$ cat src/verilog/eth_tx_pkg.sv
`default_nettype none

package eth_tx_pkg;

    // ring geometry
    localparam int SLOT_COUNT  = 4;
    localparam int FRAME_BYTES = 256;

    typedef logic [1:0]  slot_t;
    typedef logic [7:0]  byte_index_t;
    typedef logic [8:0]  frame_len_t;     // 0 .. 256
    typedef logic [7:0]  byte_t;
    typedef logic [31:0] crc_t;
    typedef logic [9:0]  wb_adr_t;
    typedef logic [31:0] wb_data_t;

    // ------------------------------------------------------------------------
    // register map with the byte window at address bit 9
    localparam wb_adr_t REG_COMMIT     = 10'd0;
    localparam wb_adr_t REG_STATUS     = 10'd1;
    localparam wb_adr_t REG_CTRL       = 10'd2;
    localparam int      BUF_WINDOW_BIT = 9;

    // ------------------------------------------------------------------------
    localparam byte_t PREAMBLE_BYTE = 8'h55;
    localparam byte_t SFD_BYTE      = 8'hd5;
    localparam int    PREAMBLE_LEN  = 7;
    localparam int    FCS_LEN       = 4;
    localparam int    IFG_CYCLES    = 12;
    localparam crc_t  CRC_INIT      = 32'hffff_ffff;
    localparam crc_t  CRC_POLY      = 32'hedb8_8320;  // reflected form

    typedef enum logic [2:0] {IDLE, PREAMBLE, SFD, DATA, FCS, GAP} framer_state_t;

endpackage

`default_nettype wire

$ cat src/verilog/crc32_engine.sv
`default_nettype none

module crc32_engine (
    input  logic              clock,
    input  logic              reset,
    input  logic              crc_clear,
    input  logic              crc_step,
    input  logic              fcs_shift,
    input  eth_tx_pkg::byte_t crc_data,
    output eth_tx_pkg::byte_t fcs_byte
);

    eth_tx_pkg::crc_t crc;

    // folds in one byte lsb first
    function automatic eth_tx_pkg::crc_t crc_fold(input eth_tx_pkg::crc_t c_in,
                                                 input eth_tx_pkg::byte_t d);
        eth_tx_pkg::crc_t c;
        c = c_in ^ {24'h0, d};
        for (int i = 0; i < 8; i++)
            c = c[0] ? ((c >> 1) ^ eth_tx_pkg::CRC_POLY) : (c >> 1);
        return c;
    endfunction

    always_ff @(posedge clock) begin
        if (reset || crc_clear)
            crc <= eth_tx_pkg::CRC_INIT;
        else if (crc_step)
            crc <= crc_fold(crc, crc_data);
        else if (fcs_shift)
            crc <= {8'h00, crc[31:8]};    // next fcs byte down
    end

    assign fcs_byte = ~crc[7:0];

endmodule

`default_nettype wire

$ cat config.mk
export PLATFORM = sky130hd
export DESIGN_NAME = crc32_engine
export DESIGN_NICKNAME = d
export VERILOG_FILES = /design/src/verilog/eth_tx_pkg.sv /design/src/verilog/crc32_engine.sv
export SDC_FILE = /design/constraint.sdc
export NUM_CORES = 1
export LEC_CHECK = 0
export ABC_AREA = 1
export ABC_CLOCK_PERIOD_IN_PS = 3800
export BUFFER_PORTS_ARGS = -buffer_cell sky130_fd_sc_hd__buf_2
export CORE_ASPECT_RATIO = 1.5
export CORE_MARGIN = 1.5
export CORE_UTILIZATION = 43
export CTS_CLUSTER_DIAMETER = 40
export DETAILED_ROUTE_END_ITERATION = 12
export GPL_ROUTABILITY_DRIVEN = 0
export PLACE_DENSITY = 0.65
export SYNTH_ARGS = -nofsm -noshare
export SYNTH_HDL_FRONTEND = slang
export SYNTH_SLANG_ARGS = --single-unit
$ cat constraint.sdc
create_clock -name clock -period 3.8 [get_ports clock]
set_input_delay 0.57 -clock clock [delete_from_list [all_inputs] [get_ports clock]]
set_output_delay 0.57 -clock clock [all_outputs]
set_load 0.02 [all_outputs]
After elaboration in Yosys (flattened, before gate mapping)
Index checks and enable logic that the tools add are counted.
{ "word_totals": {"ff_bits": 32, "output_inout_bits": 8, "elab_cells": 23} }
{ "classes": {"muxes": 10, "bitwise_logic": 10, "n_reduce_logical": 2} }
{ "ops": {"columns": ["operator", "n"], "rows": [
  ["$mux 32", 10],
  ["$not 13->14", 8],
  ["$xor 32x8->32", 1],
  ["$not 8->8", 1],
  ["$reduce_bool 2->1", 1],
  ["$logic_or 1x1->1", 1]
]} }

Longest topological paths before layout
{ "depth": {"depth_word": 18, "ltp_mapped": 13, "depth_no_buf": 13} }

Worst setup path after synthesis
No wires, ideal clock.
{ "synth_path": {"path_type": "input-to-reg", "start": "in crc_data[0]", "end": "reg crc[29]", "setup_ns": 0.129, "t_arrival_ns": 1.488, "slack_ns": 2.182, "stages": 12, "path_cell_list": "inv_1 > nand2_1 > nand2_2 > nand2_1 > nand2_2 > nand2_1 > nand2_2 > inv_2 > nand2_1 > nand2_1 > a21oi_1 > o21ai_0"} }
{ "synth_via": {"elab_chain_cells": 11} }
{ "synth_rtl": {"columns": ["item", "line", "rtl"], "rows": [
  ["start: declaration", "crc32_engine.sv:9", "input eth_tx_pkg::byte_t crc_data,"],
  ["$xor 32x8->32 *", "crc32_engine.sv:19", "c = c_in ^ {24'h0, d};"],
  ["$mux 32 * (7 in series)", "crc32_engine.sv:21", "c = c[0] ? ((c >> 1) ^ eth_tx_pkg::CRC_POLY) : (c >> 1);"],
  ["$not 13->14 (no line)", null, null],
  ["$mux 32 *", "crc32_engine.sv:21", null],
  ["$mux 32 *", "crc32_engine.sv:28", "else if (crc_step)"],
  ["end signal: assignment", "crc32_engine.sv:27", "crc <= eth_tx_pkg::CRC_INIT;"],
  ["end signal: assignment", "crc32_engine.sv:29", "crc <= crc_fold(crc, crc_data);"],
  ["end signal: assignment", "crc32_engine.sv:31", "crc <= {8'h00, crc[31:8]};"],
  ["end: declaration", "crc32_engine.sv:13", "eth_tx_pkg::crc_t crc;"]
]} }
Every way passes the cells marked *; elsewhere a longest branch is shown, timed or not.
A chain may end at the register's enable or synchronous reset.

Final worst setup path
{ "layout_path": {"start": "in crc_data[1]", "end": "reg crc[20]"} }
{ "layout_via": {"elab_chain_cells": 14} }
{ "layout_rtl": {"columns": ["item", "line"], "rows": [
  ["$xor 32x8->32 *", "crc32_engine.sv:19"],
  ["$mux 32 * (3 in series)", "crc32_engine.sv:21"],
  ["$not 13->14 (no line)", null],
  ["$mux 32 *", "crc32_engine.sv:21"],
  ["$not 13->14 (no line)", null],
  ["$mux 32 * (2 in series)", "crc32_engine.sv:21"],
  ["$not 13->14 (no line)", null],
  ["$mux 32 *", "crc32_engine.sv:21"],
  ["$not 13->14 (no line)", null],
  ["$mux 32 *", "crc32_engine.sv:21"],
  ["$mux 32 *", "crc32_engine.sv:28"]
]} }
Marks and branches as above.

==> out/metrics.cfg <==
[yosys]
synth_cells = 352
yosys-top-cells-count = nand2_1, nand3_1, a21oi_1, dfxtp_1, inv_1
ys_seq_area_frac = 0.290
synth-seq-cells = 32
ys_top_cells_by_area = dfxtp_1, nand2_1, nand3_1, a21oi_1, xor2_1
syn_avg_cell_area_sq_um = 6.27
ys_async_sr_fraction = 0
yosysMostFrequentCell = nand2_1
synth_fp_nets = 365
synth_area_leader_cell = dfxtp_1
synthesis.area_sq_um = 2210
ys_warn_count = 0
synthFlopType = dfxtp_1
synth_top_area_share = 0.290
ys_types = 25
synth-edff-count = 0

[timing]
tns_ns = 0
finalCriticalPeriod_ns = 1.78
hold_viol = 0
finalWorstSetupSlack_ns = 2.02
slew_violations = 0
slew_headroom = 0.369
worst_slew_pin_slew_ns = 0.945
fmax_mhz = 561
setup_viol = 0
fin_worst_skew_ns = 0.00516
holdWs_ns = 0.471
rsz0062_at_grt = false
fin_crit_sh = 0.469

[floorplanning]
start_util = 0.451
rows = 31
pin_count = 21
core_area_sq_um = 4890
fp.dieW_um = 61.5
die_area_sq_um = 5580
die_h_um = 90.7

[final_layout]
antenna_cells = 0
final_layout_size_suffix_gt1_frac = 0.119
regMostFlops = crc
syn_to_final_growth_pct = 10.7
largest_registers = crc: 32 flops
utilization = 0.500
multi_input_area_sq_um = 1400
regArea_sq_um = 641
largest_reg_flops = 32
fin_nets = 382
filler_cell_count = 529

[power]
seq_power_share = 0.382
peakVddDrop_uv = 191
cell_internal_pwr_mw = 0.608
switching_power_mw = 0.375
clock_power_share = 0.291
p_leak_nw = 1.28
total_power_mw = 0.983
pwr-share-comb = 0.327
powerDensity_nw_per_um2 = 402
sw_frac_of_total = 0.381

[outcome]
status = finished clean

[global_routing]
grt_pass1_wl_mm = 10.0
grtUsageTotal = 0.236
grt_max_degree = 30
grt_pass1_vias = 2106
overflow = 0
grt_antenna_before_repair = 0

[worst_setup_path]
reg2reg_depth = 12
rrSetupSlack_ns = 2.05
critPathArrivalTime_ns = 1.97
end_kind = flop
path_class = primary input to flop
cp_max_fo = 6
critPathRequiredTime_ns = 3.99
r2r_end = crc[20]
start_kind = primary input
timing.rr.start = crc[1]

[placement]
dp_slack_ns = 1.72
dp_hpwl_mm = 4.22
portBuffers = 20

[cts]
cts-resized-gates = 0
cts_tree = done
clk_latency_ns = 0.29
cts_root_buffer = clkbuf_8
hold_buffers = 0
clk_path_buf_depth = 2
cts_made_buffers = 5
htree_levels = 2
cts.sinks = 32
cts.clk_slew.worst_paths_ns = 0.07
cts_setup_buffers = 0

[routing]
ant_nets = 0
drc = 0
wl_mm = 6.01
drtIter0Drc = 147
wl_per_cell_um = 13.8
drtPass1Iterations = 7
vias = 2316
via_per_inst = 5.31

[job]
drv_cap = 0

[worst_hold_path]
min-delay-start = crc[25]
hold_class = flop to flop
hold_path_depth = 2
whs_endpoint = crc[25]

power by group through the flow:
stage / registers, mW / logic (mW) / clock network (mW)
after floorplan: 0.379 / 0.244 / 0
after global placement: 0.382 / 0.312 / 0
after detailed placement: 0.383 / 0.316 / 0
after CTS: 0.375 / 0.318 / 0.291
after global routing: 0.378 / 0.366 / 0.305
final: 0.375 / 0.322 / 0.286
how the worst max path moves through the flow:
stage / startpoint / endpoint / depth (start not counted)
2_1_floorplan: crc_data[0] / crc[29] / 12
3_3_place_gp: crc_step / crc[1] / 5
3_5_place_dp: crc_data[1] / crc[20] / 13
4_1_cts: crc_data[1] / crc[20] / 13
5_1_grt: crc[1] / crc[23] / 12
6_report: crc_data[1] / crc[20] / 13
metrics by stage:
step                      cell area (sq um)  instances
final                                  2440        436
after global routing                   2440        436
after CTS                              2440        436
after detailed placement               2350        428
after global placement                 2350        428
after floorplan                        2210        352
logic make-up (layout without fill, tap and decap cells):
kind of cell	count (synthesis)	count (layout)	share of synthesized area
buffers and inverters	44	62	0.0783
XOR/XNOR	22	22	0.0976
flip-flops	32	32	0.290
AND/OR/NAND/NOR	184	184	0.351
AO/OA/AOI/OAI	70	70	0.183
placed cells by master, fill, tap and decap left out:
master      n
nor2_1     11
o211ai_1   14
xor2_2      2
clkinv_1    1
inv_1      29
or2_1       1
o21ai_1     3
inv_2       3
nand2_2     7
nand3_1    41
o21ai_0    14
xnor2_2     1
clkinv_2    2
nor2_2      1
nand3b_1    1
buf_2      20
a21oi_1    33
xor2_1     14
clkbuf_8    6
nand2_4     1
o21bai_1    1
o221ai_1    3
xnor2_1     5
buf_4       1
nand2_1   121
a211oi_1    2
dfxtp_1    32
routing by layer:
metal / global-route usage / part of all wire
met2: 0.388 / 0.50
met3: 0.0372 / 0.044
met4: 0.0727 / 0.014
met5: 0 / 0
met1: 0.306 / 0.44
critical path: stages:
cell	delay, ns
buf_2	0.11
inv_1	0.07
nand2_1	0.07
nand2_2	0.16
nand2_1	0.07
nand2_1	0.23
nand2_1	0.15
nand2_1	0.14
nand2_1	0.10
nand3_1	0.09
nand3_1	0.08
nand2_1	0.09
nand2_1	0.05
area by class of cell:
cell class                 instances  area share
clock buffer                       6      0.0338
tap                               66      0.0338
timing repair buffer              21      0.0441
inverter                          33      0.0507
sequential                        32       0.262
multi-input combinational        276       0.571
clock inverter                     2     0.00410
Note: power is estimated with default switching activity, not from simulation.
