--- config.mk ---
export PLATFORM = sky130hd
export DESIGN_NAME = gmii_tx_framer_flat
export DESIGN_NICKNAME = d
export VERILOG_FILES = /design/src/verilog/eth_tx_pkg.sv /design/src/verilog/frame_rd_if.sv /design/src/verilog/gmii_tx_framer.sv /design/src/flat_wrapper.sv
export SDC_FILE = /design/constraint.sdc
export NUM_CORES = 1
export LEC_CHECK = 0
export ABC_CLOCK_PERIOD_IN_PS = 1700
export BUFFER_PORTS_ARGS = -buffer_cell sky130_fd_sc_hd__buf_2
export CORE_ASPECT_RATIO = 1.2
export CORE_UTILIZATION = 46
export CTS_CLUSTER_SIZE = 40
export DETAILED_ROUTE_END_ITERATION = 8
export PLACE_DENSITY = 0.76
export REMOVE_ABC_BUFFERS = 1
export SKIP_LAST_GASP = 1
export SLEW_MARGIN = 20
export SYNTH_ARGS = -nofsm -noshare
export SYNTH_HDL_FRONTEND = slang
export SYNTH_SLANG_ARGS = --single-unit
--- constraint.sdc ---
create_clock -name clock -period 1.7 [get_ports clock]
set_input_delay 0.17 -clock clock [delete_from_list [all_inputs] [get_ports clock]]
set_output_delay 0.17 -clock clock [all_outputs]
set_load 0.02 [all_outputs]
--- src/verilog/eth_tx_pkg.sv ---
`default_nettype none

package eth_tx_pkg;

    // ring geometry
    localparam int SLOT_COUNT  = 4;
    localparam int FRAME_BYTES = 256;

    typedef logic [1:0]  slot_t;
    typedef logic [7:0]  byte_index_t;
    typedef logic [8:0]  frame_len_t;     // 0 .. 256
    typedef logic [7:0]  byte_t;
    typedef logic [31:0] crc_t;
    typedef logic [9:0]  wb_adr_t;
    typedef logic [31:0] wb_data_t;

    // ------------------------------------------------------------------------
    // register map with the byte window at address bit 9
    localparam wb_adr_t REG_COMMIT     = 10'd0;
    localparam wb_adr_t REG_STATUS     = 10'd1;
    localparam wb_adr_t REG_CTRL       = 10'd2;
    localparam int      BUF_WINDOW_BIT = 9;

    // ------------------------------------------------------------------------
    localparam byte_t PREAMBLE_BYTE = 8'h55;
    localparam byte_t SFD_BYTE      = 8'hd5;
    localparam int    PREAMBLE_LEN  = 7;
    localparam int    FCS_LEN       = 4;
    localparam int    IFG_CYCLES    = 12;
    localparam crc_t  CRC_INIT      = 32'hffff_ffff;
    localparam crc_t  CRC_POLY      = 32'hedb8_8320;  // reflected form

    typedef enum logic [2:0] {IDLE, PREAMBLE, SFD, DATA, FCS, GAP} framer_state_t;

endpackage

`default_nettype wire

--- src/verilog/frame_rd_if.sv ---
`default_nettype none

interface frame_rd_if;
    eth_tx_pkg::slot_t       slot;
    eth_tx_pkg::byte_index_t index;
    eth_tx_pkg::byte_t       data;   // one cycle after slot/index
    eth_tx_pkg::frame_len_t  len;

    modport framer (output slot, index, input data, len);
    modport ram    (input slot, index, output data, len);
endinterface

`default_nettype wire

--- src/verilog/gmii_tx_framer.sv ---
`default_nettype none

module gmii_tx_framer (
    input  logic              clock,
    input  logic              reset,
    input  logic              tx_valid,
    input  eth_tx_pkg::slot_t tx_slot,
    output logic              tx_sent,
    frame_rd_if.framer        rd,
    output eth_tx_pkg::byte_t gmii_txd,
    output logic              gmii_tx_en,
    output logic              crc_clear,
    output logic              crc_step,
    output logic              fcs_shift,
    output eth_tx_pkg::byte_t crc_data,
    input  eth_tx_pkg::byte_t fcs_byte
);

    eth_tx_pkg::framer_state_t state;
    eth_tx_pkg::slot_t         cur_slot;
    eth_tx_pkg::frame_len_t    cur_len;
    eth_tx_pkg::frame_len_t    pos;      // byte being read this cycle
    logic [3:0]                cnt;

    // slot read starts while still idle
    assign rd.slot  = (state == eth_tx_pkg::IDLE) ? tx_slot : cur_slot;
    assign rd.index = pos[7:0];

    assign crc_clear = (state == eth_tx_pkg::IDLE);
    assign crc_step  = (state == eth_tx_pkg::DATA);
    assign crc_data  = rd.data;
    assign fcs_shift = (state == eth_tx_pkg::FCS);

    always_ff @(posedge clock) begin
        if (reset) begin
            state      <= eth_tx_pkg::IDLE;
            gmii_tx_en <= 1'b0;
            tx_sent    <= 1'b0;
            cnt        <= '0;
            pos        <= '0;
        end else begin
            gmii_tx_en <= 1'b0;
            gmii_txd   <= '0;
            tx_sent    <= 1'b0;
            case (state)
                eth_tx_pkg::IDLE: begin
                    if (tx_valid) begin
                        cur_slot <= tx_slot;
                        cnt      <= '0;
                        pos      <= '0;
                        state    <= eth_tx_pkg::PREAMBLE;
                    end
                end
                eth_tx_pkg::PREAMBLE: begin
                    if (cnt == '0)
                        cur_len <= rd.len;          // length read has landed
                    gmii_tx_en <= 1'b1;
                    gmii_txd   <= eth_tx_pkg::PREAMBLE_BYTE;
                    if (cnt == 4'(eth_tx_pkg::PREAMBLE_LEN - 1)) begin
                        cnt   <= '0;
                        state <= eth_tx_pkg::SFD;
                    end else begin
                        cnt <= cnt + 1'b1;
                    end
                end
                eth_tx_pkg::SFD: begin
                    gmii_tx_en <= 1'b1;
                    gmii_txd   <= eth_tx_pkg::SFD_BYTE;
                    pos        <= pos + 1'b1;       // byte 0 already requested
                    state      <= eth_tx_pkg::DATA;
                end
                eth_tx_pkg::DATA: begin
                    gmii_tx_en <= 1'b1;
                    gmii_txd   <= rd.data;
                    if (pos == cur_len)
                        state <= eth_tx_pkg::FCS;
                    else
                        pos <= pos + 1'b1;
                end
                eth_tx_pkg::FCS: begin
                    gmii_tx_en <= 1'b1;
                    gmii_txd   <= fcs_byte;
                    if (cnt == 4'(eth_tx_pkg::FCS_LEN - 1)) begin
                        cnt     <= '0;
                        tx_sent <= 1'b1;            // frees the slot
                        state   <= eth_tx_pkg::GAP;
                    end else begin
                        cnt <= cnt + 1'b1;
                    end
                end
                eth_tx_pkg::GAP: begin
                    if (cnt == 4'(eth_tx_pkg::IFG_CYCLES - 1))
                        state <= eth_tx_pkg::IDLE;
                    else
                        cnt <= cnt + 1'b1;
                end
                default: state <= eth_tx_pkg::IDLE;
            endcase
        end
    end

endmodule

`default_nettype wire

--- src/flat_wrapper.sv ---
// flat-port wrapper written by rule: the top's interface ports become plain ports
module gmii_tx_framer_flat 
  (clock, reset, tx_valid, tx_slot, tx_sent, gmii_txd, gmii_tx_en, crc_clear, crc_step, fcs_shift, crc_data, fcs_byte, rd_slot, rd_index, rd_data, rd_len);
  frame_rd_if rd_i ();
  input  logic clock;
  input  logic reset;
  input  logic tx_valid;
  input  eth_tx_pkg::slot_t tx_slot;
  output logic tx_sent;
  output eth_tx_pkg::byte_t gmii_txd;
  output logic gmii_tx_en;
  output logic crc_clear;
  output logic crc_step;
  output logic fcs_shift;
  output eth_tx_pkg::byte_t crc_data;
  input  eth_tx_pkg::byte_t fcs_byte;
  output wire logic [$bits(rd_i.slot)-1:0] rd_slot;
  output wire logic [$bits(rd_i.index)-1:0] rd_index;
  input wire logic [$bits(rd_i.data)-1:0] rd_data;
  input wire logic [$bits(rd_i.len)-1:0] rd_len;
  assign rd_slot = rd_i.slot;
  assign rd_index = rd_i.index;
  assign rd_i.data = rd_data;
  assign rd_i.len = rd_len;
  gmii_tx_framer u_core (.clock(clock), .reset(reset), .tx_valid(tx_valid), .tx_slot(tx_slot), .tx_sent(tx_sent), .rd(rd_i), .gmii_txd(gmii_txd), .gmii_tx_en(gmii_tx_en), .crc_clear(crc_clear), .crc_step(crc_step), .fcs_shift(fcs_shift), .crc_data(crc_data), .fcs_byte(fcs_byte));
endmodule
Word level (Yosys, flattened, before mapping)
Index checks and enable logic that the tools add are counted.

cells by class
  reduce and logical (&&, ||, !) cells = 11
  eq/ne operators = 16
  add/subtract/negate cells = 2
  muxes and demuxes = 18
  bitwise gates (word level) = 2

operators by type and width
  cell                   count
  $pmux W8 S4            1
  $pmux W9 S3            1
  $mux W9                2
  $pmux W3 S6            1
  $mux W4                4
  $pmux W4 S4            1
  $mux W3                5
  $reduce_and A3 Y1      4
  $add A9 B1 Y9 const B  1
  $eq A9 B9 Y1           1
  $ne A2 B1 Y1 const B   4
  $eq A3 B2 Y1 const B   2
  $eq A3 B3 Y1 const B   2
  $ne A2 B2 Y1 const B   3
  $reduce_and A5 Y1      1
  $add A4 B1 Y4 const B  1
  $eq A4 B2 Y1 const B   1
  $eq A4 B3 Y1 const B   1
  $eq A4 B4 Y1 const B   1
  $logic_not A4 Y1       1
  $reduce_bool A4 Y1     1
  $reduce_or A4 Y1       1
  $eq A3 B1 Y1 const B   1
  $logic_not A3 Y1       1
  5 further kinds        7

storage, ports and cells
  word-level logic and storage cells = 57
  output and inout port bits = 31
  register bits after elaboration = 37
  bits of input ports = 30

Logic depth before layout (Yosys ltp)
  depth in word-level cells = 3
  mapped depth = 8
  depth with buffers taken out = 7

Worst setup path after synthesis
Ideal clock, no wire load.

  kind = reg2reg
  start point = register u_core.cnt[1]
  end point = register u_core.cnt[3]
  stages on the path, launching flop included = 7
  library setup time = 128 ps
  buffers on the path = 0
  arrival time = 1802 ps
  required time = 1572 ps
  period minus slack after synthesis = 1930 ps
  setup slack = -230 ps
  path through = dfxtp_1 > ha_1 > or4b_2 > a22oi_1 > nor2_1 > a221oi_1 > nor2_1

between the ends
  longest elaborated chain between the ends = 3
  elaborated cells on any way between the ends = 10
  classes of those cells = add/sub: 1; eq/ne: 4; mux: 4; reduce/logical: 1

RTL lines
  item                                              line                                                              RTL
  start, declared                                   gmii_tx_framer.sv:23                                              logic [3:0] cnt;
  start signal, assigned                            gmii_tx_framer.sv:63                                              cnt <= cnt + 1'b1;
  start signal, assigned                            gmii_tx_framer.sv:88                                              cnt <= cnt + 1'b1;
  start signal, assigned                            gmii_tx_framer.sv:95                                              cnt <= cnt + 1'b1;
  $add A4 B1 Y4, or another cell as far along       gmii_tx_framer.sv:63, gmii_tx_framer.sv:88, gmii_tx_framer.sv:95
  $mux W4, or another cell as far along             gmii_tx_framer.sv:92                                              if (cnt == 4'(eth_tx_pkg::IFG_CYCLES - 1))
  $pmux W4 S4 or $reduce_and A3 Y1 (tied branches)  --

Several ways; a longest one is shown, not always the timed one. The select of a mux whose other input is x is not followed.
A chain may end at the register's enable or synchronous reset.

Worst setup path after layout
  start point = register u_core.state[0]
  end point = register u_core.state[0]

between the ends
  longest elaborated chain between the ends = 3
  elaborated cells on any way between the ends = 13
  classes of those cells = eq/ne: 10; mux: 1; reduce/logical: 2

RTL lines
  item                                                           line                  RTL
  start, declared                                                gmii_tx_framer.sv:19  eth_tx_pkg::framer_state_t state;
  start signal, assigned                                         gmii_tx_framer.sv:36  state <= eth_tx_pkg::IDLE;
  start signal, assigned                                         gmii_tx_framer.sv:51  state <= eth_tx_pkg::PREAMBLE;
  start signal, assigned                                         gmii_tx_framer.sv:61  state <= eth_tx_pkg::SFD;
  $eq A3 B3 Y1, or another cell as far along                     gmii_tx_framer.sv:45  case (state)
  $ne A2 B1 Y1 (no source line) or $ne A2 B2 Y1 (tied branches)  --
  $reduce_and A5 Y1 (no source line)                             --

Several ways; a longest one is shown, not always the timed one.

==> impl_results.md <==
* Max Slew Vio Count at 0
* WP data required at around 1.9 ns
* Layout cells sized above 1 at 48.3%
* Fillers at between 200 and 300
* Slew @ Worst Pin at approximately 0.54 ns
* Input/output buffers at 60
* Final setup violation count at 3
* Hold_ws at just over 0.05 ns
* Ant. Diodes at 0
* Total CTS buffers at 5
* CTS Sinks at 37
* RSZ-0062 raised after global routing: yes
* Leakage at 1.20 nW
* Die area at about 4600 um^2
* IO Count at 61
* Top-area cell type share of the netlist area at ~28%
* CTS tree: built
* Number of cells on the worst reg-to-reg path at 8
* Arr. time, crit path at 1.98 ns
* Failing checks: negative setup slack
* Final nets at approximately 320
* CTS clk-pin slew, worst paths at about 0.070 ns
* Most common cell in the netlist: edfxtp_1
* Synth Cell Area at ~2000 um^2
* Row cnt at 25
* Hold Path Sink: u_core.cur_len[2]$_DFFE_PP_
* Max cap viols at 0
* Synth top area cells: edfxtp_1, dfxtp_1, buf_4, o21ai_0, xor2_1
* Drt wl/cell at between 15 and 20 um
* Top_reg_cell synth: edfxtp_1
* DP HPWL at between 3 and 4 mm
* PwrDens at a little over 800 nW/um^2
* Die Ht at approximately 74 um
* Minimum clock period at approximately 1.8 ns
* Grt ovf at 0
* Initial core utilization at between 40% and 50%
* Hold wc startpoint: rd_len[2]
* # DRC at 0
* Initial antenna violation count at 0
* Bufs on Longest Clock Path at 2
* Crit. End Element: flop
* Die X at about 62 um
* CTS H-Tree Depth at 2
* Post-Synthesis Cells at 209
* Highest clock rate at approximately 570 MHz
* Post-synth EDFFs at 19
* Most frequent cells after synthesis: edfxtp_1, buf_4, dfxtp_1, o21ai_0
* Reg2reg setup slack at -0.06 ns
* Async S/R FF share, synth at 0%
* Min-delay worst type: input port to flop
* RR Endpoint: u_core.state[0]$_SDFFE_PP0P_
* DR vias at 1,865
* DRT iter0 DRCs at 113
* Outcome: finished with violations
* Routed wire length at 5.24 mm
* Yosys reg bits at 37
* Total core area at 4070 um^2
* Vias in the first global route at 1,713
* Final worst-path cycle share at 103%
* All-layer global routing usage at between 20 and 25%
* Largest net degree at the start of global routing at 18
* Crit start category: flop
* Yosys warning total at 0
* Place WS at -0.241 ns
* Gpl congestion at 0.900
* R2r startpoint: u_core.state[0]$_SDFFE_PP0P_
* DRT Pass-1 Iters at 5
* Routed vias/inst at roughly 5.5
* WS Path Type: flop to flop
* Sequential fraction of the synthesis area at between 40% and 50%
* Leading area contributor after synthesis: edfxtp_1
* Worst Path Max Fanout at 5
* Slew margin rel. at 64.2%
* Clk_lat worst skew at ~0.29 ns
* Count of final hold-check violations at 0
* Hold path depth at 1
* Setup ws final at -0.0568 ns
* Root Buffer: clkbuf_8
* Setup Skew at around 0.0045 ns
* Synth unique cells at 40
* Avg Cell Area, Syn at 9.61 um^2
* First-pass GRT wire length at 7.73 mm
* Post-DRT Antenna Nets at 0
* Area Overhead vs Synth at 39.4%
* Max VDD drop at 0.467 mV
area by class of cell:
| cell class | instances | area (um^2) | area share [%] |
|---|---|---|---|
| Clock buffer | 6 | 82.6 | 2.95 |
| Clock inverter | 2 | 37.5 | 1.34 |
| Inverter | 5 | 18.8 | 0.671 |
| Multi-Input combinational cell | 140 | 1020 | 36.4 |
| Sequential cell | 37 | 940 | 33.6 |
| Tap cell | 54 | 67.6 | 2.41 |
| Timing Repair Buffer | 98 | 634 | 22.7 |
report_power, final:
part | switching [mW] | internal [mW] | leakage [nW]
sequential | 0.0249 | 0.988 | 0.331
clock | 0.320 | 0.477 | 0.0574
combinational | 0.256 | 0.203 | 0.811
total | 0.601 | 1.67 | 1.20
sequential cells by signal, indices dropped and copies added (netlist names):
| name | cells |
|---|---|
| u_core.tx_sent | 1 |
| u_core.cur_slot | 2 |
| u_core.cur_len | 9 |
| u_core.cnt | 4 |
| u_core.pos | 9 |
| u_core.state | 3 |
| u_core.gmii_tx_en | 1 |
| u_core.gmii_txd | 8 |
routing by layer:
layer  vias to the layer above  wire length, um  track usage (%)
met4                         0              129             14.5
met5                         -                0                0
met3                        13              302             3.22
met1                       867             2070             24.5
met2                        86             2730             40.3
li1                        899                -                -
how the worst max path moves through the flow:
stage,from,endpoint,slack [ns],depth (start not counted)
floorplan,u_core.cnt[1]$_SDFFE_PP0P_,u_core.cnt[3]$_SDFFE_PP0P_,-0.22,6
global placement,u_core.cnt[0]$_SDFFE_PP0P_,u_core.cnt[3]$_SDFFE_PP0P_,-0.17,6
detailed placement,u_core.cnt[0]$_SDFFE_PP0P_,u_core.cnt[3]$_SDFFE_PP0P_,-0.24,6
CTS,u_core.cnt[1]$_SDFFE_PP0P_,u_core.state[0]$_SDFFE_PP0P_,-0.04,6
global route,u_core.state[0]$_SDFFE_PP0P_,u_core.state[0]$_SDFFE_PP0P_,-0.15,8
finish,u_core.state[0]$_SDFFE_PP0P_,u_core.state[0]$_SDFFE_PP0P_,-0.06,8
stage by stage:
step	TNS [ns]	total power [mW]	area (um^2)	util [%]	std cells
finish	-0.0652	2.27	2800	68.8	342
global route	-0.619	2.36	2800	68.8	342
CTS	-0.0789	2.23	2640	65.0	335
detailed placement	-0.921	1.40	2400	59.1	323
global placement	-0.421	1.39	2400	59.1	323
floorplan	-1.61	1.22	1820	-	182
layout by cell type, fill, tap and decap left out, types with 4 or more instances in the layout:
| cell | count |
|---|---|
| buf_2 | 59 |
| buf_4 | 30 |
| edfxtp_1 | 19 |
| nand2_1 | 16 |
| o21ai_0 | 16 |
| nor2_1 | 13 |
| dfxtp_1 | 13 |
| a21oi_1 | 8 |
| xor2_1 | 8 |
| nand3_1 | 7 |
| o211ai_1 | 7 |
| buf_6 | 7 |
| nor2b_1 | 6 |
| clkbuf_8 | 6 |
| inv_1 | 5 |
| nand2b_1 | 5 |
| and3_1 | 4 |
| dfxtp_2 | 4 |
cells by family after synthesis:
kind of cell | after synthesis | synth area share [%]
adders and majority gates | 4 | 2.49
DFF | 37 | 46.4
AOI/OAI and AO/OA | 52 | 17.1
xor gates and xnor gates | 9 | 3.93
muxes | 3 | 1.62
buffers and inverters | 32 | 10.2
and+or+nand+nor | 72 | 18.3
critical path, stage by stage (launching register included):
cell       delay (ns)
dfxtp_2          0.35
buf_8            0.12
buf_4            0.12
nor3b_4          0.25
a22oi_2          0.12
buf_6            0.14
a2111oi_2        0.37
a211oi_1         0.10
nor2_1           0.10
what timing repair did:
item | in CTS | in global routing
buffers inserted | 4 | 6
hold buffers | 0 | 0
setup endpoints to repair | 18 | 15
pin swaps | 9 | 14
gates resized for setup | 26 | 27
gates cloned | 0 | 1
Note: power is estimated with default switching activity, not from simulation.
