File: config.mk
export PLATFORM = sky130hd
export DESIGN_NAME = tx_host_regs_flat
export DESIGN_NICKNAME = d
export VERILOG_FILES = /design/src/verilog/eth_tx_pkg.sv /design/src/verilog/frame_wr_if.sv /design/src/verilog/tx_host_regs.sv /design/src/flat_wrapper.sv
export SDC_FILE = /design/constraint.sdc
export NUM_CORES = 1
export LEC_CHECK = 0
export ABC_AREA = 1
export BUFFER_PORTS_ARGS = -buffer_cell sky130_fd_sc_hd__buf_2
export CAP_MARGIN = 20
export CORE_UTILIZATION = 38
export CTS_CLUSTER_SIZE = 10
export DETAILED_ROUTE_END_ITERATION = 10
export HOLD_SLACK_MARGIN = 0.05
export PLACE_DENSITY = 0.87
export SLEW_MARGIN = 20
export SYNTH_ARGS = -nofsm -noshare
export SYNTH_HDL_FRONTEND = slang
export SYNTH_SLANG_ARGS = --single-unit
File: constraint.sdc
create_clock -name clock -period 2.7 [get_ports clock]
set_input_delay 0 -clock clock [delete_from_list [all_inputs] [get_ports clock]]
set_output_delay 0 -clock clock [all_outputs]
set_load 0.02 [all_outputs]
File: src/verilog/eth_tx_pkg.sv
`default_nettype none

package eth_tx_pkg;

    // ring geometry
    localparam int SLOT_COUNT  = 4;
    localparam int FRAME_BYTES = 256;

    typedef logic [1:0]  slot_t;
    typedef logic [7:0]  byte_index_t;
    typedef logic [8:0]  frame_len_t;     // 0 .. 256
    typedef logic [7:0]  byte_t;
    typedef logic [31:0] crc_t;
    typedef logic [9:0]  wb_adr_t;
    typedef logic [31:0] wb_data_t;

    // ------------------------------------------------------------------------
    // register map with the byte window at address bit 9
    localparam wb_adr_t REG_COMMIT     = 10'd0;
    localparam wb_adr_t REG_STATUS     = 10'd1;
    localparam wb_adr_t REG_CTRL       = 10'd2;
    localparam int      BUF_WINDOW_BIT = 9;

    // ------------------------------------------------------------------------
    localparam byte_t PREAMBLE_BYTE = 8'h55;
    localparam byte_t SFD_BYTE      = 8'hd5;
    localparam int    PREAMBLE_LEN  = 7;
    localparam int    FCS_LEN       = 4;
    localparam int    IFG_CYCLES    = 12;
    localparam crc_t  CRC_INIT      = 32'hffff_ffff;
    localparam crc_t  CRC_POLY      = 32'hedb8_8320;  // reflected form

    typedef enum logic [2:0] {IDLE, PREAMBLE, SFD, DATA, FCS, GAP} framer_state_t;

endpackage

`default_nettype wire

File: src/verilog/frame_wr_if.sv
`default_nettype none

// host side writes into the slot ring
interface frame_wr_if;
    eth_tx_pkg::slot_t       slot;
    eth_tx_pkg::byte_index_t index;
    eth_tx_pkg::byte_t       data;
    logic                    write;
    eth_tx_pkg::frame_len_t  len;
    logic                    len_write;

    modport host (output slot, index, data, write, len, len_write);
    modport ram  (input  slot, index, data, write, len, len_write);
endinterface

`default_nettype wire

File: src/verilog/tx_host_regs.sv
`default_nettype none

module tx_host_regs (
    input  logic                 clock,
    input  logic                 reset,
    input  logic                 wb_cyc,
    input  logic                 wb_stb,
    input  logic                 wb_we,
    input  eth_tx_pkg::wb_adr_t  wb_adr,
    input  eth_tx_pkg::wb_data_t wb_dat_w,
    output eth_tx_pkg::wb_data_t wb_dat_r,
    output logic                 wb_ack,
    frame_wr_if.host             wr,
    output logic                 tx_valid,
    output eth_tx_pkg::slot_t    tx_slot,
    input  logic                 tx_sent
);

    eth_tx_pkg::slot_t    wr_ptr;
    eth_tx_pkg::slot_t    send_ptr;
    logic [2:0]           pending;     // 0 .. SLOT_COUNT
    logic                 tx_enable;
    logic                 commit_err;
    logic                 req;
    logic                 buf_sel;
    logic                 full;
    logic                 len_ok;
    logic                 commit_req;
    logic                 commit_ok;
    logic                 ctrl_wr;
    logic                 status_rd;
    eth_tx_pkg::wb_data_t status;

    // ------------------------------------------------------------------------
    // one bus request per strobe
    assign req        = wb_cyc & wb_stb & ~wb_ack;
    assign buf_sel    = wb_adr[eth_tx_pkg::BUF_WINDOW_BIT];
    assign full       = (pending == 3'(eth_tx_pkg::SLOT_COUNT));
    assign len_ok     = (wb_dat_w != '0) &&
                        (wb_dat_w <= eth_tx_pkg::wb_data_t'(eth_tx_pkg::FRAME_BYTES));
    assign commit_req = req & wb_we & (wb_adr == eth_tx_pkg::REG_COMMIT);
    assign commit_ok  = commit_req & len_ok & ~full;
    assign ctrl_wr    = req & wb_we & (wb_adr == eth_tx_pkg::REG_CTRL);
    assign status_rd  = req & ~wb_we & (wb_adr == eth_tx_pkg::REG_STATUS);
    assign status     = {26'd0, tx_enable, commit_err, full, pending};

    assign wr.slot      = wr_ptr;
    assign wr.index     = wb_adr[7:0];
    assign wr.data      = wb_dat_w[7:0];
    assign wr.write     = req & wb_we & buf_sel & ~full;  // dropped while the ring is full
    assign wr.len       = wb_dat_w[8:0];
    assign wr.len_write = commit_ok;

    assign tx_valid = tx_enable & (pending != '0);
    assign tx_slot  = send_ptr;                           // oldest pending

    always_ff @(posedge clock) begin
        if (reset) begin
            wb_ack     <= 1'b0;
            wr_ptr     <= '0;
            send_ptr   <= '0;
            pending    <= '0;
            tx_enable  <= 1'b0;
            commit_err <= 1'b0;
        end else begin
            wb_ack <= req;
            if (commit_ok)
                wr_ptr <= wr_ptr + 1'b1;
            if (tx_sent)
                send_ptr <= send_ptr + 1'b1;
            pending <= pending + 3'(commit_ok) - 3'(tx_sent);
            if (commit_req && !commit_ok)
                commit_err <= 1'b1;                       // sticky
            else if (ctrl_wr && wb_dat_w[1])
                commit_err <= 1'b0;
            if (ctrl_wr)
                tx_enable <= wb_dat_w[0];
        end
    end

    // read data sits beside the ack
    always_ff @(posedge clock)
        wb_dat_r <= status_rd ? status : '0;

endmodule

`default_nettype wire
File: src/flat_wrapper.sv
// flat-port wrapper written by rule: the top's interface ports become plain ports
module tx_host_regs_flat 
  (clock, reset, wb_cyc, wb_stb, wb_we, wb_adr, wb_dat_w, wb_dat_r, wb_ack, tx_valid, tx_slot, tx_sent, wr_slot, wr_index, wr_data, wr_write, wr_len, wr_len_write);
  frame_wr_if wr_i ();
  input  logic clock;
  input  logic reset;
  input  logic wb_cyc;
  input  logic wb_stb;
  input  logic wb_we;
  input  eth_tx_pkg::wb_adr_t wb_adr;
  input  eth_tx_pkg::wb_data_t wb_dat_w;
  output eth_tx_pkg::wb_data_t wb_dat_r;
  output logic wb_ack;
  output logic tx_valid;
  output eth_tx_pkg::slot_t tx_slot;
  input  logic tx_sent;
  output wire logic [$bits(wr_i.slot)-1:0] wr_slot;
  output wire logic [$bits(wr_i.index)-1:0] wr_index;
  output wire logic [$bits(wr_i.data)-1:0] wr_data;
  output wire logic [$bits(wr_i.write)-1:0] wr_write;
  output wire logic [$bits(wr_i.len)-1:0] wr_len;
  output wire logic [$bits(wr_i.len_write)-1:0] wr_len_write;
  assign wr_slot = wr_i.slot;
  assign wr_index = wr_i.index;
  assign wr_data = wr_i.data;
  assign wr_write = wr_i.write;
  assign wr_len = wr_i.len;
  assign wr_len_write = wr_i.len_write;
  tx_host_regs u_core (.clock(clock), .reset(reset), .wb_cyc(wb_cyc), .wb_stb(wb_stb), .wb_we(wb_we), .wb_adr(wb_adr), .wb_dat_w(wb_dat_w), .wb_dat_r(wb_dat_r), .wb_ack(wb_ack), .wr(wr_i), .tx_valid(tx_valid), .tx_slot(tx_slot), .tx_sent(tx_sent));
endmodule
Yosys cells after proc, flatten, opt, wreduce, memory -nomap -nowiden
Cells that the tools add are included.
{ "totals": {"ff_bits": 16, "input_bits": 48, "wordCells": 40} }
{ "op_classes": {"reduce_logical": 8, "n_bitwise": 15, "eq_ne": 3, "muxes": 2, "add_sub_neg": 4, "order_cmp": 1} }
{ "ops": {"columns": ["op", "n"], "rows": [
  ["$le 32x9->1 const B", 1],
  ["$reduce_bool 32->1", 1],
  ["$and 1x1->1", 12],
  ["$eq 10x1->1 const B", 1],
  ["$eq 10x2->1 const B", 1],
  ["$logic_not 10->1", 1],
  ["$add 2x1->2 const B", 2],
  ["$add 3x1->3", 1],
  ["$eq 3x3->1 const B", 1],
  ["$logic_and 1x1->1", 3],
  ["$not 1->1", 3],
  ["$reduce_bool 3->1", 1],
  ["$sub 3x1->3", 1],
  ["$mux 1", 2],
  ["$reduce_bool 2->1", 1],
  ["$logic_not 1->1", 1]
]} }

Logic depth before layout (Yosys ltp)
Gate-level depths: netlist of the first run.
{ "depth": {"depth_word": 9, "ltp_mapped": 14, "depth_no_buf": 14} }

Least setup slack after synthesis of the first run
Ideal clock, no wire load.
{ "synth_path": {"path_kind": "register to register", "start": "register u_core.wb_ack", "end": "register u_core.pending[2]", "stages_incl_launch_ff": 14, "slack_ps": 591, "t_required_ps": 2580, "setup_ps": 120, "t_arrival_ps": 1988, "n_path_buf": 0, "period_less_slack_ps": 2109, "cell_sequence": "dfxtp_1 inv_1 nand3_2 nor2_2 nand4_1 inv_1 nand4_1 ha_1 inv_1 ha_1 inv_1 fa_1 o21ai_0 a21oi_1"} }
{ "synth_via": {"elab_chain_cells": 8} }
{ "synth_rtl": {"columns": ["element", "line_no", "rtl"], "rows": [
  ["from (decl)", "tx_host_regs.sv:12", "output logic wb_ack,"],
  ["from (signal assigned)", "tx_host_regs.sv:66", "wb_ack <= req;"],
  ["$not 1->1", "tx_host_regs.sv:36", "assign req = wb_cyc & wb_stb & ~wb_ack;"],
  ["$and 1x1->1", "tx_host_regs.sv:36", null],
  ["$and 1x1->1 (2 in a row)", "tx_host_regs.sv:41", "assign commit_req = req & wb_we & (wb_adr == eth_tx_pkg::REG_COMMIT);"],
  ["$and 1x1->1 (2 in a row)", "tx_host_regs.sv:42", "assign commit_ok = commit_req & len_ok & ~full;"],
  ["$add 3x1->3", "tx_host_regs.sv:71", "pending <= pending + 3'(commit_ok) - 3'(tx_sent);"],
  ["$sub 3x1->3", "tx_host_regs.sv:71", null],
  ["to (signal assigned)", "tx_host_regs.sv:71", null],
  ["to (decl)", "tx_host_regs.sv:21", "logic [2:0] pending;"]
]} }
No other way between the ends.
A chain may end at the register's enable or synchronous reset.

Worst setup path after layout of the first run
{ "layout_path": {"start": "input port wb_dat_w[0]", "end": "register u_core.pending[2]"} }
{ "layout_via": {"elab_chain_cells": 6, "word_cells_on_any_way": 7, "classes_between": "add/sub: 2; order compare: 1; bitwise: 2; reduce/logical: 2"} }
{ "layout_rtl": {"columns": ["element", "line_no", "rtl"], "rows": [
  ["from (decl)", "flat_wrapper.sv:11", "input eth_tx_pkg::wb_data_t wb_dat_w;"],
  ["$le 32x9->1 / $reduce_bool 32->1 (equally long branches)", "tx_host_regs.sv:40, tx_host_regs.sv:39", null],
  ["$logic_and 1x1->1 (*)", "tx_host_regs.sv:39", "assign len_ok = (wb_dat_w != '0) &&"],
  ["$and 1x1->1 (*) (2 in a row)", "tx_host_regs.sv:42", null],
  ["$add 3x1->3 (*)", "tx_host_regs.sv:71", null],
  ["$sub 3x1->3 (*)", "tx_host_regs.sv:71", null]
]} }
Every way passes the cells marked *; elsewhere a longest branch is shown, timed or not.

==> results of run 1 <==
## final cells by class
cell class	instances	area, um2
Fill cell	342	1750
Multi-Input combinational cell	124	588
Timing Repair Buffer	91	480
Sequential cell	16	320
Inverter	32	120
Tap cell	46	57.6
Clock buffer	3	22.5
## power breakdown
part | total [uW] | internal, uW | switching (uW) | leakage (uW)
registers | 258 | 247 | 11.5 | 0.000130
clock network | 116 | 51.6 | 64.1 | 0.0000138
logic | 188 | 65.1 | 123 | 0.000790
total | 562 | 363 | 198 | 0.000935
## path summary, 6_finish.rpt
check | start | end | slack (ps) | cells after the start
setup / recovery | wb_dat_w[0] | u_core.pending[2] | 350 | 15
hold / removal | wb_dat_w[1] | u_core.commit_err | 130 | 4
setup reg to reg | u_core.wb_ack | u_core.pending[2] | 480 | 13
hold reg to reg | u_core.commit_err | u_core.wb_dat_r[4] | 420 | 2
## registers in the layout (all words and copies together) (netlist names)
name and flops:
u_core.wb_dat_r 6, u_core.pending 3, u_core.tx_slot 2, u_core.wr.slot 2
u_core.commit_err 1, u_core.tx_enable 1, u_core.wb_ack 1
## logic make-up (layout without fill, tap and decap cells)
family	after synthesis	in the layout	synth area share [%]
AOI/OAI and AO/OA	10	10	5.03
xor gates and xnor gates	2	2	1.33
adders and majority gates	3	3	3.42
buffers and inverters	83	126	38.2
DFF	16	16	24.3
other	1	26	0.285
and+or+nand+nor	83	83	27.4
## timing repair
item                      4_1_cts  5_1_grt
hold endpoints to repair        7        0
buffers inserted                0        0
hold buffers                    5        0
## cells in the final DEF (no fill, tap or decap), drive strengths merged
cell type and instances:
nand2 26, a211oi 1, xor2 2, nor4 2
clkbuf 3, nand3 6, conb 26, buf 86
a21oi 5, nor2 43, o21ai 3, dfxtp 16
ha 2, o21bai 1, nand4 6, inv 32
dlygate4sd3 5, fa 1
## worst reg2reg max path: stages (launching register included)
cell	delay (ps)
dfxtp_1	320
inv_1	60
nand3_2	80
nor2_2	150
nand4_1	120
inv_1	80
nand4_1	120
ha_1	310
inv_1	60
ha_1	130
inv_1	50
fa_1	380
o21ai_0	210
a21oi_1	60
## metrics by stage
| step | hold WS [ps] | area, um2 | total power, uW | std cells | utilization (%) |
|---|---|---|---|---|---|
| after floorplan | 66.7 | 1410 | 428 | 223 | - |
| after global placement | 231 | 1520 | 440 | 304 | 45.4 |
| after detailed placement | 232 | 1520 | 445 | 304 | 45.4 |
| after CTS | 125 | 1590 | 565 | 312 | 47.6 |
| after global routing | 133 | 1590 | 608 | 312 | 47.6 |
| final | 135 | 1590 | 562 | 312 | 47.6 |
## metal layers
metal	GRT usage [%]	vias to the layer above	part of all wire, %
li1	-	660	-
met1	15.2	535	39
met2	30.5	73	52
met3	3.41	2	8.1
met4	1.95	0	0.74
met5	0	-	0
==> impl_results.md, run 1 <==
- Post-synthesis cell count: 198
- Initial antenna violation count: 0
- CP Cell Sequence: dlygate4sd3_1, buf_2, nor2_1, nand2_1, nor2_1, nand2_1, nand2_1, nand4_1, ha_1, inv_1, ha_1, inv_1, fa_1, o21ai_0, a21oi_1
- Critical path peak fanout: 4
- Maximum vdd drop: 0.128 mV
- Worst hold path class: in -> reg
- Die Ht: 60.9 um
- Leak: 0.000935 uW
- Synth Warn #: 0
- CORE AREA: 3340 um2
- Final hold vios: 0
- Crit. End Element: flip-flop
- Die ar.: 3710 um2
- Cell Area, Synth: 1320 um2
- Final setup margin: 348 ps
- Required @ worst endpoint: 2870 ps
- Cell Pwr Density: 353 nW/um2
- CTS Buf Count: 3
- Gpl congestion: 0.809
- PostCTS Resize Cnt: 0
- Post-synthesis register bit count: 16
- H-tree depth: 1
- WS Path Type: in -> reg
- Total GRT Usage: 14.8%
- Syn avg cell area: 6.65 um2
- Setup WS pre-CTS: 485 ps
- Most used DFF post-synth: dfxtp_1
- DP HPWL: 2240 um
- Buffers on Ports: 86
- Final antenna-violating net count: 0
- Sequential cell area fraction in the yosys report: 24.3%
- Via/cell ratio: 4.07
- Max Buffers Root-to-Sink: 2
- Gr ovfl total: 0
- Final setup violation count: 0
- First-pass GRT wire length: 4190 um
- Crit path time final: 2350 ps
- RSZ-0062 raised after global routing: false
- Clk slew on worst S/H paths: 80 ps
- Count leader, synth: buf_4
- Arrival time worst endpoint: 2520 ps
- Maxcap violations: 0
- Largest cells by area after synthesis: buf_4 29%, dfxtp_1 24%, nor2_1 11%
- Layout Nets: 319
- Clock Sinks: 16
- Pins Over Slew Limit: 0
- Largest net degree at the start of global routing: 9
- Root Driver: clkbuf_4
- Synth area leader: buf_4
- Synth-to-Final Area Change: 20.6%
- CTS tree: built
- Via Count: 1,270
- Final period util: 87.1%
- I/O pins: 113
- Status: completed
- DR DRC count: 0
- Initial detailed-routing violation count: 17
- Ys async rst share: 0%
- Share of the synthesized area in the top cell type: 29.1%
- Drt wl/cell: 8.20 um
- CP dominant cell by count: nand2_1
- Clk_skew: 7.50 ps
- DRT Pass-1 Iters: 4
- # diodes: 0
- Final TNS setup: 0 ps
- Initial Util: 39.5%
- Vias in the first global route: 1,114
- # rows: 21
- Die X: 60.9 um
- Critical Path Source Type: input pin
- Routed wire length: 2560 um
- Slowest cell on the critical path: dlygate4sd3_1
- Buffers & Inverters on Critical Path: 4
- Yosys cell types: 20
- Crit path largest cell delay: 540 ps
- Peak Freq: 425 MHz
- Worst-Skew Late Latency: 280 ps
- Fraction of layout cells with a size suffix above 1: 36.8%
- Post-synth EDFFs: 0
- CP top delay family: adder cells
- Synth top cells by count: 51 x buf_4, 38 x nor2_1, 31 x inv_1
(Power assumes the default switching activity.)
==> run 2: changes to the inputs <==
- CORE_UTILIZATION: 38 -> 30
- PLACE_DENSITY: 0.87 -> 0.73
==> run 2 against run 1 <==
Flip-flop and latch count stayed put. Clock skew fell by 0.65 ps. Largest power group unchanged. Routed wire length decreased by 1.2%. Register-to-register slack improved by 30 ps. Clock-buffer cell count increased by 1.
==> impl_results.md, run 2 (synthesis gave the netlist of run 1 again) <==
- Crit. End Element: flip-flop (unchanged)
- Most common cell after layout, fill and taps aside: buf_2 (unchanged)
- Commonest cells after routing, fill and taps aside: 86 x buf_2, 38 x nor2_1, 31 x inv_1 (unchanged)
- Final antenna-violating net count: 0 (unchanged)
- Setup bufs post-CTS: 0 (unchanged)
- Initial detailed-routing violation count: 26 (was 17)
- Reg-to-Reg End: u_core.pending[2] (unchanged)
- Critical Path Source Type: input pin (unchanged)
- # rows: 23 (was 21)
- I/O pins: 113 (unchanged)
- Layout Nets: 318 (was 319)
- Maximum vdd drop: 0.197 mV (was 0.128 mV)
- Worst-Skew Late Latency: 250 ps (was 280 ps)
- Reg2Reg Depth: 13 (unchanged)
- Gr ovfl total: 0 (unchanged)
- Final setup violation count: 0 (unchanged)
- RSZ-0062 raised after global routing: false (unchanged)
- Total GRT Usage: 11.4% (was 14.8%)
- Buffers on Ports: 86 (unchanged)
- Arrival time worst endpoint: 2350 ps (was 2520 ps)
- Gpl congestion: 0.768 (was 0.809)
- Clock Sinks: 16 (unchanged)
- Initial Util: 32.0% (was 39.5%)
- Routed wire length: 2530 um (was 2560 um)
- Regs by FF count: u_core.wb_dat_r (6), u_core.pending (3) (unchanged)
- PostCTS Resize Cnt: 0 (unchanged)
- DRT Pass-1 Iters: 3 (was 4)
- Root Driver: clkbuf_8 (was clkbuf_4)
- DR DRC count: 0 (unchanged)
- Maxcap violations: 0 (unchanged)
- # diodes: 0 (unchanged)
- Crit path time final: 2210 ps (was 2350 ps)
- Hold_ws: 66.5 ps (was 135 ps)
- Reg2Reg Setup Slack: 510 ps (was 480 ps)
- Die X: 68.3 um (was 60.9 um)
- Critical path peak fanout: 4 (unchanged)
- Fraction of layout cells with a size suffix above 1: 37.2% (was 36.8%)
- Leak: 0.000945 uW (was 0.000935 uW)
- First-pass GRT wire length: 4110 um (was 4190 um)
- Reg-to-reg startpoint: u_core.wb_ack (unchanged)
- Die ar.: 4660 um2 (was 3710 um2)
- Final period util: 82.0% (was 87.1%)
- Largest net degree at the start of global routing: 10 (was 9)
- Hold-fix buffers at CTS: 4 (was 5)
- Status: completed (unchanged)
- CORE AREA: 4120 um2 (was 3340 um2)
- WS Path Type: in -> reg (unchanged)
- Die Ht: 68.3 um (was 60.9 um)
- Drt wl/cell: 8.00 um (was 8.20 um)
- Worst hold stages: 3 (was 4)
- Required @ worst endpoint: 2840 ps (was 2870 ps)
- Initial antenna violation count: 0 (unchanged)
- DP HPWL: 2250 um (was 2240 um)
- Clk slew on worst S/H paths: 70 ps (was 80 ps)
- Placed instance area: 1520 um2 (about the same)
- Fill cells: 451 (was 342)
- CTS tree: built (unchanged)
- Hold Startpoint: wb_dat_w[0] (was wb_dat_w[1])
- Via Count: 1,253 (was 1,270)
- Final Power: 652 uW (was 562 uW)
- Biggest register: u_core.wb_dat_r (unchanged)
- Max FFs per register: 6 (unchanged)
- CTS Buf Count: 3 (unchanged)
- Via/cell ratio: 3.97 (was 4.07)
- Cell Pwr Density: 403 nW/um2 (was 353 nW/um2)
- Peak Freq: 452 MHz (was 425 MHz)
- H-tree depth: 1 (unchanged)
- Synth-to-Final Area Change: 22.7% (was 20.6%)
- Pins Over Slew Limit: 0 (unchanged)
- Hold Path Sink: u_core.tx_enable (was u_core.commit_err)
- Final TNS setup: 0 ps (unchanged)
- Final hold vios: 0 (unchanged)
- Clk_skew: 6.85 ps (was 7.50 ps)
- Final instance area: 1620 um2 (was 1590 um2)
- Max Buffers Root-to-Sink: 2 (unchanged)
- Worst hold path class: in -> reg (unchanged)
- Vias in the first global route: 1,052 (was 1,114)
## run 2: worst max path at each step
| stage | start | end | cells after the start |
|---|---|---|---|
| floorplan | u_core.wb_ack | u_core.pending[2] | 13 |
| global placement | u_core.wb_ack | u_core.pending[2] | 13 |
| detailed placement | u_core.wb_ack | u_core.pending[2] | 13 |
| CTS | wb_stb | u_core.pending[2] | 14 |
| global route | u_core.wb_ack | u_core.pending[2] | 13 |
| finish | wb_stb | u_core.pending[2] | 14 |
## run 2: worst max-delay path: stages
cell and delay (ps):
dlygate4sd3_1 520, buf_2 110, nand3_2 80, nor2_2 150, nand4_1 130, inv_1 70
nand4_1 130, ha_1 320, inv_1 50, ha_1 130, inv_1 40, fa_1 370
o21ai_0 190, a21oi_1 60
## run 2: area by class of cell
cell class | count | area, um2 | share of cell area [%]
Tap cell | 50 | 62.6 | 3.87
Clock buffer | 4 | 55.1 | 3.41
Timing Repair Buffer | 90 | 470 | 29.1
Sequential cell | 16 | 320 | 19.8
Inverter | 32 | 120 | 7.43
Multi-Input combinational cell | 124 | 588 | 36.4
## run 2: stage by stage
step	cells	worst slack, ps	utilization [%]
after global placement	308	613	37.0
after global routing	316	328	39.3
after detailed placement	308	509	37.0
after floorplan	223	591	-
after CTS	316	496	39.3
final	316	487	39.3
## run 2: where the power goes
part	total, uW	internal (uW)	switching (uW)	leakage, uW
registers	258	247	11.0	0.000130
clock network	210	129	80.3	0.0000288
logic	184	64.1	120	0.000786
## run 2: per-layer routing
metal	up-vias	routed length, um	GRT usage (%)
met3	4	223	3.67
met2	73	1250	21.4
met4	0	30	2.86
li1	657	-	-
met1	519	1020	12.0
met5	-	0	0
==> run 3: changes to the inputs <==
- clock period: 2.7 -> 2.2 ns (I/O delays scaled with it)
==> run 3 against run 2 <==
Flip-flop and latch count is the same. Clock skew shrank 1.6 ps. First-iteration DRC count grew 69%. Sequential power grew 23%. Clock power grew 21%. Register-to-register slack lost 350 ps. Non-clock buffer count grew 2.
==> impl_results.md, run 3 (synthesis gave the netlist of run 1 again) <==
- Final TNS setup: 0 ps (unchanged)
- Critical Path Source Type: flip-flop (was input pin)
- Die Ht: 68.3 um (unchanged)
- Root Driver: clkbuf_8 (unchanged)
- Commonest cells after routing, fill and taps aside: 85 x buf_2, 38 x nor2_1, 29 x inv_1 (was 86 x buf_2, 38 x nor2_1, 31 x inv_1)
- Regs by FF count: u_core.wb_dat_r (6), u_core.pending (3) (unchanged)
- Flop pwr share: 39.5% (was 39.6%)
- Total GRT Usage: 11.6% (was 11.4%)
- CP top delay family: adder cells (unchanged)
- Crit path largest cell delay: 510 ps (was 520 ps)
- Peak Freq: 490 MHz
- Initial antenna violation count: 0 (unchanged)
- Grt met2 use: 22.9% (was 21.4%)
- Required @ worst endpoint: 2340 ps (was 2840 ps)
- Gr ovfl total: 0 (unchanged)
- Leak: 0.000958 uW (was 0.000945 uW)
- Hold_ws: 65.2 ps (was 66.5 ps)
- Maximum vdd drop: 0.185 mV (was 0.197 mV)
- Inst Count DP: 310 (was 308)
- Final core utilization: 40.1% (was 39.3%)
- Routed wire length: 2590 um (was 2530 um)
- Layout Nets: 320 (was 318)
- Vias in the first global route: 1,048 (was 1,052)
- Buffers & Inverters on Critical Path: 4 (was 5)
- Buffers on Ports: 86 (unchanged)
- CP Cell Sequence: inv_2, nand3_4, nor2_4, nand4_1, inv_1, nand4_1, ha_1, inv_1, ha_1, inv_2, fa_2, nor2_1 (was dlygate4sd3_1, buf_2, nand3_2, nor2_2, nand4_1, inv_1, nand4_1, ha_1, inv_1, ha_1, inv_1, fa_1, o21ai_0, a21oi_1)
- Clk_skew: 5.23 ps (was 6.85 ps)
- Initial Util: 32.0% (unchanged)
- Final setup violation count: 0 (unchanged)
- DP HPWL: 2260 um (was 2250 um)
- Die X: 68.3 um (unchanged)
- Fraction of layout cells with a size suffix above 1: 39.2% (was 37.2%)
- DRT Pass-1 Iters: 4 (was 3)
- RSZ-0062 raised after global routing: true (was false)
- Busiest layer in global routing: met2 (unchanged)
- Via/cell ratio: 3.88 (was 3.97)
- Die ar.: 4660 um2 (unchanged)
- H-tree depth: 1 (unchanged)
- DR DRC count: 0 (unchanged)
- WS Path Type: reg -> reg (was in -> reg)
- Max FFs per register: 6 (unchanged)
- Max Buffers Root-to-Sink: 2 (unchanged)
- Worst-Skew Late Latency: 250 ps (about the same)
- Crit. End Element: flip-flop (unchanged)
- Fill cells: 451 (unchanged)
- CTS tree: built (unchanged)
- Status: completed (unchanged)
- Clock Sinks: 16 (unchanged)
- Pint: 544 uW (was 440 uW)
- Largest net degree at the start of global routing: 10 (unchanged)
- Switching portion of total power: 32.5% (was 32.4%)
- Arrival time worst endpoint: 2180 ps (was 2350 ps)
- Maxcap violations: 0 (unchanged)
- CORE AREA: 4120 um2 (unchanged)
- Combinational share of power: 29.0% (was 28.3%)
- Synth-to-Final Area Change: 25.3% (was 22.7%)
- Drt wl/cell: 8.14 um (was 8.00 um)
- Met1 GRT Util: 12.7% (was 12.0%)
- Grt met3 use: 2.83% (was 3.67%)
- First-pass GRT wire length: 4130 um (was 4110 um)
- Cell Pwr Density: 488 nW/um2 (was 403 nW/um2)
- Final hold vios: 0 (unchanged)
- Sw Pwr: 262 uW (was 212 uW)
- Biggest register: u_core.wb_dat_r (unchanged)
- Gpl congestion: 0.757 (was 0.768)
- Slowest cell on the critical path: fa_2 (was dlygate4sd3_1)
- Most common cell after layout, fill and taps aside: buf_2 (unchanged)
- Final antenna-violating net count: 0 (unchanged)
- Clk slew on worst S/H paths: 60 ps (was 70 ps)
- Final period util: 92.8%
- Finished Layout Cells: 318 (was 316)
- I/O pins: 113 (unchanged)
- Crit path time final: 2040 ps
- # diodes: 0 (unchanged)
- Via Count: 1,234 (was 1,253)
- Critical path peak fanout: 3 (was 4)
- CTS Buf Count: 3 (unchanged)
- Worst hold path class: in -> reg (unchanged)
- Clock Power Share: 31.5% (was 32.2%)
- Initial detailed-routing violation count: 44 (was 26)
- # rows: 23 (unchanged)
- Pins Over Slew Limit: 0 (unchanged)
run 3: path summary, 6_finish.rpt:
check / from / endpoint / slack, ps / cells past startpoint
setup reg to reg: u_core.wb_ack / u_core.pending[1] / 160 / 12
setup / recovery: u_core.wb_ack / u_core.pending[1] / 160 / 12
hold reg to reg: u_core.commit_err / u_core.wb_dat_r[4] / 430 / 2
hold / removal: wb_dat_w[0] / u_core.tx_enable / 70 / 3
run 3: layout make-up:
class	count	area (um2)	area share, %
multi-input combinational	124	603	36.5
timing repair buffer	92	488	29.6
sequential	16	322	19.5
inverter	32	120	7.28
tap	50	62.6	3.79
clock buffer	4	55.1	3.34
run 3: power by group through the flow:
stage	Combinational [uW]	Sequential, uW	Clock, uW
after floorplan	200	325	0
after global placement	219	323	0
after detailed placement	223	324	0
after CTS	229	317	264
after global routing	261	321	281
final	233	318	254
run 3: metrics by stage:
step	setup WS (ps)	total power [uW]	instance area, um2
2_1_floorplan	91.4	525	1410
3_3_place_gp	171	542	1540
3_5_place_dp	80.4	546	1540
4_1_cts	62.5	810	1630
5_1_grt	-18.0	863	1650
6_report	158	805	1650
run 3: timing repair:
item,4_1_cts,5_1_grt
hold buffers,4,0
setup buffers,0,1
setup endpoints to repair,0,2
gates resized for setup,0,7
hold endpoints to repair,7,0
run 3: metal layers:
layer / part of all wire (%) / wire [um] / vias to the layer above
met3: 8.9 / 230 / 0
met2: 49 / 1280 / 75
li1: - / - / 660
met1: 42 / 1080 / 499
met5: 0 / 0 / -
met4: 0 / 0 / 0
run 3: worst register-to-register path, cell delays in order, from the launching register on:
cell and delay, ps:
dfxtp_2 330, inv_2 60, nand3_4 80, nor2_4 110
nand4_1 110, inv_1 70, nand4_1 100, ha_1 290
inv_1 50, ha_1 140, inv_2 40, fa_2 510
nor2_1 40
